`src/hw/link_pkg.sv`:
```
`default_nettype none

package link_pkg;

    typedef logic [7:0] byte_t;

    // frame: header, address, payload, check byte
    localparam byte_t FRAME_HEADER = 8'hA5;

    // crc-8, msb first over address and payload
    localparam byte_t CRC_POLY = 8'h07;
    localparam byte_t CRC_INIT = 8'h00;

    // frame address codes
    typedef enum logic [7:0] {
        CMD_SCAN       = 8'h00,
        CMD_CONTROL_I  = 8'h01,
        CMD_CONTROL_II = 8'h02,
        CMD_GATE       = 8'h03,
        CMD_START_I    = 8'h04,
        CMD_START_II   = 8'h05,
        CMD_START_III  = 8'h06
    } cmd_e;

endpackage

`default_nettype wire

```
`src/hw/scan_cfg_pkg.sv`:
```
`default_nettype none

package scan_cfg_pkg;

    // order matches the configuration command codes
    typedef enum logic [1:0] {
        BANK_SCAN,
        BANK_CONTROL_I,
        BANK_CONTROL_II,
        BANK_GATE
    } bank_e;

    localparam int NUM_BANKS = 4;

    // bytes actually held per bank
    localparam int unsigned BANK_USED [NUM_BANKS] = '{16, 18, 19, 13};

    localparam link_pkg::byte_t FILL_BYTE = 8'hF0; // pad for unused reply bytes

    localparam int START_CYCLES = 4;

    // scan bank geometry, big-endian
    localparam int NX_PIX_OFS     = 0;
    localparam int NY_PIX_OFS     = 2;
    localparam int PIXEL_TIME_OFS = 12;

    typedef logic [15:0] coord_t;
    typedef logic [31:0] time_t;

endpackage

`default_nettype wire

```
`src/hw/scan_ctrl_ifs.sv`:
```
`default_nettype none

// decoded command, valid for one cycle
interface cmd_if #(
    parameter int PAYLOAD_BYTES = 26
);
    logic                                        cmd_valid;
    link_pkg::cmd_e                              cmd;
    link_pkg::byte_t [PAYLOAD_BYTES-1:0]         payload;

    modport source (output cmd_valid, cmd, payload);
    modport sink   (input  cmd_valid, cmd, payload);
endinterface

// reply request, req held until ack
interface reply_if #(
    parameter int PAYLOAD_BYTES = 26
);
    logic                                        req;
    logic                                        ack;
    scan_cfg_pkg::bank_e                         bank;
    link_pkg::byte_t [PAYLOAD_BYTES-1:0]         image; // already padded

    modport source (output req, bank, image, input ack);
    modport sink   (input  req, bank, image, output ack);
endinterface

`default_nettype wire

```
`src/hw/cfg_execute.sv`:
```
`default_nettype none

module cfg_execute #(
    parameter int PAYLOAD_BYTES = 26
) (
    input  wire                    clk,
    input  wire                    reset,
    cmd_if.sink                    cmd,
    reply_if.source                reply,
    output logic [2:0]             start_o,
    output scan_cfg_pkg::coord_t   nx_pix_o,
    output scan_cfg_pkg::coord_t   ny_pix_o,
    output scan_cfg_pkg::time_t    pixel_time_o
);

    localparam int NB    = scan_cfg_pkg::NUM_BANKS;
    localparam int CNT_W = $clog2(scan_cfg_pkg::START_CYCLES + 1);

    link_pkg::byte_t [PAYLOAD_BYTES-1:0] bank_q [NB];
    scan_cfg_pkg::bank_e                 wr_bank;
    scan_cfg_pkg::bank_e                 rep_bank_q;
    logic                                req_q;
    logic [CNT_W-1:0]                    start_cnt_q;
    logic [2:0]                          start_sel;
    logic                                is_cfg;
    logic                                accept;

    // busy while a start pulse runs or a reply waits
    assign accept  = cmd.cmd_valid && (start_o == 3'b000) && !req_q;
    assign wr_bank = scan_cfg_pkg::bank_e'(cmd.cmd[1:0]);

    always_comb begin
        is_cfg    = 1'b0;
        start_sel = 3'b000;
        case (cmd.cmd)
            link_pkg::CMD_SCAN, link_pkg::CMD_CONTROL_I,
            link_pkg::CMD_CONTROL_II, link_pkg::CMD_GATE: is_cfg = 1'b1;
            link_pkg::CMD_START_I:   start_sel = 3'b001;
            link_pkg::CMD_START_II:  start_sel = 3'b010;
            link_pkg::CMD_START_III: start_sel = 3'b100;
            default: ; // unknown address dropped
        endcase
    end

    always_ff @(posedge clk) begin
        if (reset) begin
            for (int b = 0; b < NB; b++) begin
                bank_q[b] <= '0;
            end
            rep_bank_q  <= scan_cfg_pkg::BANK_SCAN;
            req_q       <= 1'b0;
            start_o     <= 3'b000;
            start_cnt_q <= '0;
        end else begin
            if (accept && is_cfg) begin
                for (int i = 0; i < PAYLOAD_BYTES; i++) begin
                    if (i < scan_cfg_pkg::BANK_USED[wr_bank]) begin
                        bank_q[wr_bank][i] <= cmd.payload[i];
                    end
                end
                rep_bank_q <= wr_bank;
                req_q      <= 1'b1;
            end else if (reply.ack) begin
                req_q <= 1'b0;
            end

            if (accept && start_sel != 3'b000) begin
                start_o     <= start_sel;
                start_cnt_q <= CNT_W'(scan_cfg_pkg::START_CYCLES - 1);
            end else if (start_cnt_q != '0) begin
                start_cnt_q <= start_cnt_q - 1'b1;
            end else begin
                start_o <= 3'b000;
            end
        end
    end

    // reply image, unused positions padded
    always_comb begin
        for (int i = 0; i < PAYLOAD_BYTES; i++) begin
            if (i < scan_cfg_pkg::BANK_USED[rep_bank_q]) begin
                reply.image[i] = bank_q[rep_bank_q][i];
            end else begin
                reply.image[i] = scan_cfg_pkg::FILL_BYTE;
            end
        end
    end

    assign reply.req  = req_q;
    assign reply.bank = rep_bank_q;

    assign nx_pix_o = {bank_q[scan_cfg_pkg::BANK_SCAN][scan_cfg_pkg::NX_PIX_OFS],
                       bank_q[scan_cfg_pkg::BANK_SCAN][scan_cfg_pkg::NX_PIX_OFS + 1]};
    assign ny_pix_o = {bank_q[scan_cfg_pkg::BANK_SCAN][scan_cfg_pkg::NY_PIX_OFS],
                       bank_q[scan_cfg_pkg::BANK_SCAN][scan_cfg_pkg::NY_PIX_OFS + 1]};
    assign pixel_time_o = {bank_q[scan_cfg_pkg::BANK_SCAN][scan_cfg_pkg::PIXEL_TIME_OFS],
                           bank_q[scan_cfg_pkg::BANK_SCAN][scan_cfg_pkg::PIXEL_TIME_OFS + 1],
                           bank_q[scan_cfg_pkg::BANK_SCAN][scan_cfg_pkg::PIXEL_TIME_OFS + 2],
                           bank_q[scan_cfg_pkg::BANK_SCAN][scan_cfg_pkg::PIXEL_TIME_OFS + 3]};

    a_start_onehot : assert property (@(posedge clk) disable iff (reset)
        $onehot0(start_o));

    a_req_hold : assert property (@(posedge clk) disable iff (reset)
        req_q && !reply.ack |=> req_q);

endmodule

`default_nettype wire

```
`src/hw/crc8_calc.sv`:
```
`default_nettype none

module crc8_calc (
    input  wire                clk,
    input  wire                reset,
    input  wire                clear_i,
    input  wire                valid_i,
    input  wire link_pkg::byte_t data_i,
    output link_pkg::byte_t    crc_o
);

    function automatic link_pkg::byte_t crc_step(link_pkg::byte_t crc, link_pkg::byte_t data);
        link_pkg::byte_t c;
        c = crc ^ data;
        for (int i = 0; i < 8; i++) begin
            c = c[7] ? ((c << 1) ^ link_pkg::CRC_POLY) : (c << 1);
        end
        return c;
    endfunction

    always_ff @(posedge clk) begin
        if (reset || clear_i) begin
            crc_o <= link_pkg::CRC_INIT;
        end else if (valid_i) begin
            crc_o <= crc_step(crc_o, data_i);
        end
    end

endmodule

`default_nettype wire

```
`src/hw/frame_decode.sv`:
```
`default_nettype none

module frame_decode #(
    parameter int PAYLOAD_BYTES = 26
) (
    input  wire                  clk,
    input  wire                  reset,
    input  wire                  rx_valid_i,
    input  wire link_pkg::byte_t rx_data_i,
    output logic                 crc_err_o,
    cmd_if.source                cmd
);

    localparam int IDX_W = $clog2(PAYLOAD_BYTES);

    typedef enum logic [1:0] {IDLE, ADDR, DATA, CHECK} state_e;

    state_e                              state_q;
    logic [IDX_W-1:0]                    idx_q;
    logic                                cmd_valid_q;
    link_pkg::byte_t                     addr_q;
    link_pkg::byte_t [PAYLOAD_BYTES-1:0] payload_q;
    link_pkg::byte_t                     crc;
    logic                                crc_step;

    assign crc_step = rx_valid_i && (state_q == ADDR || state_q == DATA);

    crc8_calc u_crc (
        .clk     (clk),
        .reset   (reset),
        .clear_i (state_q == IDLE),
        .valid_i (crc_step),
        .data_i  (rx_data_i),
        .crc_o   (crc)
    );

    always_ff @(posedge clk) begin
        if (reset) begin
            state_q     <= IDLE;
            idx_q       <= '0;
            cmd_valid_q <= 1'b0;
            crc_err_o   <= 1'b0;
        end else begin
            cmd_valid_q <= 1'b0;
            crc_err_o   <= 1'b0;
            if (rx_valid_i) begin
                case (state_q)
                    IDLE: begin
                        if (rx_data_i == link_pkg::FRAME_HEADER) begin
                            state_q <= ADDR;
                        end
                    end
                    ADDR: begin
                        idx_q   <= '0;
                        state_q <= DATA;
                    end
                    DATA: begin
                        idx_q <= idx_q + 1'b1;
                        if (idx_q == IDX_W'(PAYLOAD_BYTES - 1)) begin
                            state_q <= CHECK;
                        end
                    end
                    default: begin // check byte
                        cmd_valid_q <= (rx_data_i == crc);
                        crc_err_o   <= (rx_data_i != crc);
                        state_q     <= IDLE;
                    end
                endcase
            end
        end
    end

    // frame contents
    always_ff @(posedge clk) begin
        if (rx_valid_i && state_q == ADDR) begin
            addr_q <= rx_data_i;
        end
        if (rx_valid_i && state_q == DATA) begin
            payload_q[idx_q] <= rx_data_i;
        end
    end

    assign cmd.cmd_valid = cmd_valid_q;
    assign cmd.cmd       = link_pkg::cmd_e'(addr_q); // unknown codes pass through
    assign cmd.payload   = payload_q;

    a_cmd_single : assert property (@(posedge clk) disable iff (reset)
        cmd_valid_q |=> !cmd_valid_q);

endmodule

`default_nettype wire

```
`src/hw/reply_result.sv`:
```
`default_nettype none

module reply_result #(
    parameter int PAYLOAD_BYTES = 26
) (
    input  wire                  clk,
    input  wire                  reset,
    reply_if.sink                reply,
    output logic                 tx_valid_o,
    output link_pkg::byte_t      tx_data_o,
    input  wire                  tx_ready_i
);

    localparam int IDX_W = $clog2(PAYLOAD_BYTES);

    typedef enum logic [2:0] {IDLE, HEAD, ADDR, DATA, CRC} state_e;

    state_e                              state_q;
    logic [IDX_W-1:0]                    idx_q;
    scan_cfg_pkg::bank_e                 bank_q;
    link_pkg::byte_t [PAYLOAD_BYTES-1:0] image_q;
    link_pkg::byte_t                     crc;
    logic                                xfer;

    assign tx_valid_o = (state_q != IDLE);
    assign xfer       = tx_valid_o && tx_ready_i;
    assign reply.ack  = (state_q == IDLE) && reply.req; // latch happens on this edge

    always_comb begin
        case (state_q)
            HEAD:    tx_data_o = link_pkg::FRAME_HEADER;
            ADDR:    tx_data_o = link_pkg::byte_t'(bank_q); // bank code = command code
            DATA:    tx_data_o = image_q[idx_q];
            CRC:     tx_data_o = crc;
            default: tx_data_o = '0;
        endcase
    end

    crc8_calc u_crc (
        .clk     (clk),
        .reset   (reset),
        .clear_i (state_q == IDLE),
        .valid_i (xfer && (state_q == ADDR || state_q == DATA)),
        .data_i  (tx_data_o),
        .crc_o   (crc)
    );

    always_ff @(posedge clk) begin
        if (reset) begin
            state_q <= IDLE;
            idx_q   <= '0;
        end else begin
            case (state_q)
                IDLE: begin
                    if (reply.req) begin
                        state_q <= HEAD;
                    end
                end
                HEAD: begin
                    if (xfer) begin
                        state_q <= ADDR;
                    end
                end
                ADDR: begin
                    if (xfer) begin
                        idx_q   <= '0;
                        state_q <= DATA;
                    end
                end
                DATA: begin
                    if (xfer) begin
                        idx_q <= idx_q + 1'b1;
                        if (idx_q == IDX_W'(PAYLOAD_BYTES - 1)) begin
                            state_q <= CRC;
                        end
                    end
                end
                default: begin
                    if (xfer) begin
                        state_q <= IDLE; // last byte out
                    end
                end
            endcase
        end
    end

    always_ff @(posedge clk) begin
        if (reply.ack) begin
            image_q <= reply.image;
            bank_q  <= reply.bank;
        end
    end

    a_tx_hold : assert property (@(posedge clk) disable iff (reset)
        tx_valid_o && !tx_ready_i |=> tx_valid_o && $stable(tx_data_o));

endmodule

`default_nettype wire

```
`src/hw/scan_ctrl_top.sv`:
```
`default_nettype none

module scan_ctrl_top #(
    parameter int PAYLOAD_BYTES = 26
) (
    input  wire                    clk,
    input  wire                    reset,
    input  wire                    rx_valid_i,
    input  wire link_pkg::byte_t   rx_data_i,
    output logic                   tx_valid_o,
    output link_pkg::byte_t        tx_data_o,
    input  wire                    tx_ready_i,
    output logic                   crc_err_o,
    output logic [2:0]             start_o,
    output scan_cfg_pkg::coord_t   nx_pix_o,
    output scan_cfg_pkg::coord_t   ny_pix_o,
    output scan_cfg_pkg::time_t    pixel_time_o
);

    // largest bank is 19 bytes
    if (PAYLOAD_BYTES < 19) begin : g_payload_check
        $error("PAYLOAD_BYTES too small for control II bank");
    end

    cmd_if   #(.PAYLOAD_BYTES(PAYLOAD_BYTES)) u_cmd_if ();
    reply_if #(.PAYLOAD_BYTES(PAYLOAD_BYTES)) u_reply_if ();

    frame_decode #(.PAYLOAD_BYTES(PAYLOAD_BYTES)) u_decode (
        .clk        (clk),
        .reset      (reset),
        .rx_valid_i (rx_valid_i),
        .rx_data_i  (rx_data_i),
        .crc_err_o  (crc_err_o),
        .cmd        (u_cmd_if.source)
    );

    cfg_execute #(.PAYLOAD_BYTES(PAYLOAD_BYTES)) u_execute (
        .clk          (clk),
        .reset        (reset),
        .cmd          (u_cmd_if.sink),
        .reply        (u_reply_if.source),
        .start_o      (start_o),
        .nx_pix_o     (nx_pix_o),
        .ny_pix_o     (ny_pix_o),
        .pixel_time_o (pixel_time_o)
    );

    reply_result #(.PAYLOAD_BYTES(PAYLOAD_BYTES)) u_result (
        .clk        (clk),
        .reset      (reset),
        .reply      (u_reply_if.sink),
        .tx_valid_o (tx_valid_o),
        .tx_data_o  (tx_data_o),
        .tx_ready_i (tx_ready_i)
    );

endmodule

`default_nettype wire

```
`config.mk`:
```
export PLATFORM = sky130hd
export DESIGN_NAME = scan_ctrl_top
export DESIGN_NICKNAME = d
export VERILOG_FILES = /design/src/hw/link_pkg.sv /design/src/hw/scan_cfg_pkg.sv /design/src/hw/scan_ctrl_ifs.sv /design/src/hw/cfg_execute.sv /design/src/hw/crc8_calc.sv /design/src/hw/frame_decode.sv /design/src/hw/reply_result.sv /design/src/hw/scan_ctrl_top.sv
export SDC_FILE = /design/constraint.sdc
export NUM_CORES = 1
export LEC_CHECK = 0
export ABC_AREA = 1
export BUFFER_PORTS_ARGS = -buffer_cell sky130_fd_sc_hd__buf_2
export CAP_MARGIN = 15
export CORE_ASPECT_RATIO = 1.75
export CORE_MARGIN = 10
export CORE_UTILIZATION = 50
export DETAILED_ROUTE_END_ITERATION = 16
export GPL_TIMING_DRIVEN = 0
export PLACE_DENSITY = 0.68
export REMOVE_ABC_BUFFERS = 1
export SYNTH_ARGS = -nofsm -noshare
export SYNTH_HDL_FRONTEND = slang
export SYNTH_SLANG_ARGS = --single-unit
```
`constraint.sdc`:
```
create_clock -name clk -period 10.2 [get_ports clk]
set_clock_uncertainty 0.05 [all_clocks]
set_input_delay 0.51 -clock clk [delete_from_list [all_inputs] [get_ports clk]]
set_output_delay 0.51 -clock clk [all_outputs]
set_load 0.03 [all_outputs]
```
==> summary.md <==
| Metric | Value |
|---|---|
| Status | completed |
| Reg-to-reg slack, setup | 5.72 ns |
| Pwr per Cell Area | 177.6 mW/mm^2 |
| FF-to-FF End | u_execute.bank_q[0][69]$_SDFFCE_PN0P_ |
| Total routing usage reported by global routing | 0.2223 |
| Aggregate negative setup slack | 0 ns |
| Total inserted antenna cells | 0 |
| Share of total power in sequential cells | 0.556 |
| Clk slew on worst S/H paths | 0.07 ns |
| Cell area after placement | 0.04468 mm^2 |
| Buffer levels on the longest clock path | 3 |
| Worst path required time | 9.64 ns |
| Max-capacitance violation count | 0 |
| Setup repair after global routing missed its margin | false |
| Switching Fraction | 0.2077 |
| Finish-stage setup viols | 0 |
| Number of sinks handled by clock tree synthesis | 1022 |
| Leakage power | 17.75 nW |
| Detailed Route Iter0 Violations | 2760 |
| Transition at the pin with the smallest max-transition slack | 1.191 ns |
| Global-route wire length before repair | 167.0 mm |
| Die Height | 407.9 um |
| Count of buffers from port buffering | 88 |
| Number of nets with antenna violations after routing | 0 |
| Filler instances | 6898 |
| Pre-Repair DR Iteration Count | 5 |
| Part of the cycle the worst path needs | 0.4401 |
| Die boundary width | 241.7 um |
| Cts-stage hold buffer count | 0 |
| Startpoint of the worst hold path | rx_valid_i |
| CP endpoint kind | output port |
| Maximum number of pins on one net before global-route repair | 160 |
| Startpoint type of the worst setup path | flop |
| Die area | 0.09858 mm^2 |
| Initial Util | 0.5031 |
| Total Wirelength | 111.9 mm |
| Worst-case headroom to the max-slew limit | 0.2032 |
| Number of cells produced by synthesis | 3818 |
| Routed via count divided by cell count | 5.564 |
| Fraction of power consumed by the clock network | 0.409 |
| Synth cell types | 46 |
| Number of buffers inserted by post-CTS setup repair | 0 |
| Placed Cells incl. Taps | 4885 |
| Mean cell area of the mapped netlist | 11.26 um^2 |
| Reg2reg start | u_decode.cmd.cmd[1]$_DFFE_PP_ |
| Internal Power | 0.006695 W |
| Buffer cell driving the clock tree root | sky130_fd_sc_hd__clkbuf_16 |
| Antenna violations before repair | 0 |
| Crit Path Max Fanout | 67 |
| Mapped Area | 0.04299 mm^2 |
| Area growth from synthesis to final layout | 10.70% |
| Maximum achievable frequency | 0.2227 GHz |
| Proportion of layout cells with a drive suffix above 1 | 0.08888 |
| Number of buffers added by the clock tree synthesis step | 87 |
| Critical path launch point | u_result.idx_q[0]$_SDFFE_PP0P_ |
| DP HPWL | 64.50 mm |
| Worst hold path class | input port to flop |
| Area of combinational cells with multiple inputs | 0.01060 mm^2 |
| Standard-cell rows | 142 |
| Via count of the first global-routing pass | 27880 |
| Setup Slack @ Placement | 5.632 ns |
| CP Capture Point | tx_data_o[5] |
| Path depth of the worst reg2reg path | 14 |
| Worst EP arrival | 3.93 ns |
| Clock period minus worst slack | 4.489 ns |
| Hold Worst Slack | 0.2169 ns |
| Storage cell area | 0.03026 mm^2 |
| Post-route standard cell area excluding fillers | 0.04759 mm^2 |
| Post-route non-filler standard cell count | 5045 |
| Sequential fraction of the synthesis area | 0.7036 |
| Total number of vias | 28070 |
| Final hold vios | 0 |
| Seq cells post-synth | 1022 |
| Worst IR Drop VDD | 112.8 uV |
| Setup CP Type | flop to output port |
| Overflow left after global routing | 0 |
| Fraction of power consumed by combinational cells | 0.035 |
| CTS tree | done |
| Number of instances resized during post-cts repair | 0 |
| Routed length per placed instance | 22.19 um |
| Clock latency at the later pin of the worst-skew pair | 0.67 ns |
| Smallest setup slack after layout | 5.711 ns |
| Psw | 0.001755 W |
| Total number of H-tree levels | 3 |
| Last weighted congestion value of the routability-driven placer | 0.8255 |
| Final Max Tran Viols | 0 |
| Number of design rule violations left after detail routing | 0 |
| Count of nets after finishing | 3858 |
| Synthesis Warnings | 0 |
| Core footprint | 0.08546 mm^2 |
| IO Pins | 89 |
==> flip-flops by register name (all words and copies together) (netlist names), 3 cells and up, named ones only <==
name and cells:
u_result.state_q 3, u_decode.u_crc.crc_o 8, u_decode.cmd.payload 152, u_result.u_crc.crc_o 8
u_result.idx_q 5, u_execute.start_cnt_q 3, u_decode.cmd.cmd 8, u_execute.bank_q 608
u_result.image_q 208, u_decode.idx_q 5, u_execute.start_o 3
==> synth_stat cells, drive strengths merged <==
| cell type | n | share of area |
|---|---|---|
| a211oi | 1 | 0.00017 |
| a21boi | 1 | 0.00017 |
| a21oi | 75 | 0.0087 |
| a221oi | 1 | 0.00020 |
| a31oi | 4 | 0.00058 |
| and3 | 1 | 0.00015 |
| buf | 145 | 0.022 |
| clkbuf | 119 | 0.010 |
| clkinv | 4 | 0.00035 |
| conb | 2 | 0.00017 |
| dfxtp | 44 | 0.020 |
| edfxtp | 978 | 0.68 |
| ha | 23 | 0.0067 |
| inv | 275 | 0.024 |
| nand2 | 462 | 0.041 |
| nand3 | 109 | 0.013 |
| nand4 | 5 | 0.00073 |
| nor2 | 958 | 0.085 |
| nor3 | 11 | 0.0018 |
| nor3b | 2 | 0.00035 |
| nor4 | 3 | 0.00079 |
| o211ai | 83 | 0.014 |
| o21a | 2 | 0.00035 |
| o21ai | 351 | 0.041 |
| o21bai | 3 | 0.00052 |
| o221ai | 2 | 0.00041 |
| o22ai | 93 | 0.014 |
| o311ai | 1 | 0.00020 |
| or2 | 42 | 0.0061 |
| or3b | 1 | 0.00020 |
| xnor2 | 11 | 0.0022 |
| xor2 | 6 | 0.0012 |
==> per-stage QoR <==
step	utilization	total power (W)
5_1_grt	0.5569	0.008665
3_5_place_dp	0.5228	0.005087
3_3_place_gp	0.5111	0.005071
4_1_cts	0.5568	0.008474
6_report	0.5569	0.008451
2_1_floorplan	-	0.004957
==> worst min-delay path by stage <==
stage	end	cells past startpoint
finish	u_decode.idx_q[0]$_SDFFE_PP0P_	5
global route	u_result.idx_q[1]$_SDFFE_PP0P_	2
CTS	u_result.idx_q[1]$_SDFFE_PP0P_	2
detailed placement	u_execute.start_cnt_q[0]$_SDFFE_PP0P_	1
global placement	u_execute.start_cnt_q[0]$_SDFFE_PP0P_	1
floorplan	u_execute.start_cnt_q[0]$_SDFFE_PP0P_	1
==> worst max-delay path, stage by stage, from the launching register on <==
cell	delay (ns)
sky130_fd_sc_hd__dfxtp_4	0.88
sky130_fd_sc_hd__inv_6	0.33
sky130_fd_sc_hd__buf_16	0.32
sky130_fd_sc_hd__o21ai_0	0.39
sky130_fd_sc_hd__o211ai_1	0.13
sky130_fd_sc_hd__nor2_1	0.37
sky130_fd_sc_hd__nand2_1	0.21
sky130_fd_sc_hd__nand3_1	0.18
sky130_fd_sc_hd__nand2_1	0.08
sky130_fd_sc_hd__buf_2	0.18
==> power by group through the flow <==
stage	combinational [W]	sequential (W)	clock [W]
final	0.000296	0.00470	0.00345
after global routing	0.000320	0.00471	0.00364
after CTS	0.000296	0.00470	0.00348
after detailed placement	0.000296	0.00479	0
after global placement	0.000272	0.00480	0
after floorplan	0.000152	0.00481	0
==> kinds of logic after synthesis <==
family,Yosys count,share of synthesized area
AO/OA/AOI/OAI,617,0.08024
XOR/XNOR,17,0.003463
adder cells (fa/ha/maj),23,0.006694
buffers and inverters,543,0.05698
flip-flops,1022,0.7036
other,2,0.0001747
AND/OR/NAND/NOR,1594,0.1489
==> layout by cell type (no fill, tap or decap), types with 11 or more instances in the layout <==
cell type	netlist	layout
sky130_fd_sc_hd__edfxtp_1	978	978
sky130_fd_sc_hd__nor2_1	949	939
sky130_fd_sc_hd__nand2_1	458	452
sky130_fd_sc_hd__o21ai_0	351	351
sky130_fd_sc_hd__inv_1	265	263
sky130_fd_sc_hd__nand3_1	105	105
sky130_fd_sc_hd__o22ai_1	93	93
sky130_fd_sc_hd__clkbuf_16	0	90
sky130_fd_sc_hd__buf_2	57	88
sky130_fd_sc_hd__o211ai_1	83	83
sky130_fd_sc_hd__a21oi_1	75	74
sky130_fd_sc_hd__conb_1	2	56
sky130_fd_sc_hd__or2_2	42	42
sky130_fd_sc_hd__dfxtp_1	44	40
sky130_fd_sc_hd__ha_1	23	23
sky130_fd_sc_hd__clkinv_1	4	22
sky130_fd_sc_hd__buf_16	0	21
sky130_fd_sc_hd__clkbuf_1	118	18
sky130_fd_sc_hd__clkinv_2	0	14
sky130_fd_sc_hd__bufinv_16	0	13
sky130_fd_sc_hd__xnor2_1	11	11
==> cell type report <==
cell class	count	share of cell area
flip-flops and latches	1022	0.6359
repair buffers	126	0.02734
multi-input cells	2307	0.2228
clock buffers	109	0.04903
clock inverters	50	0.01204
well taps	1152	0.03029
inverters	279	0.02258
==> per-layer routing <==
metal | part of all wire | global-route usage | wire length, um
met1 | 0.36 | 0.2522 | 40430
met2 | 0.53 | 0.4063 | 59100
met3 | 0.072 | 0.03442 | 8088
met4 | 0.039 | 0.09860 | 4321
met5 | 0 | 0 | 0
Note: power is estimated with default switching activity, not from simulation.
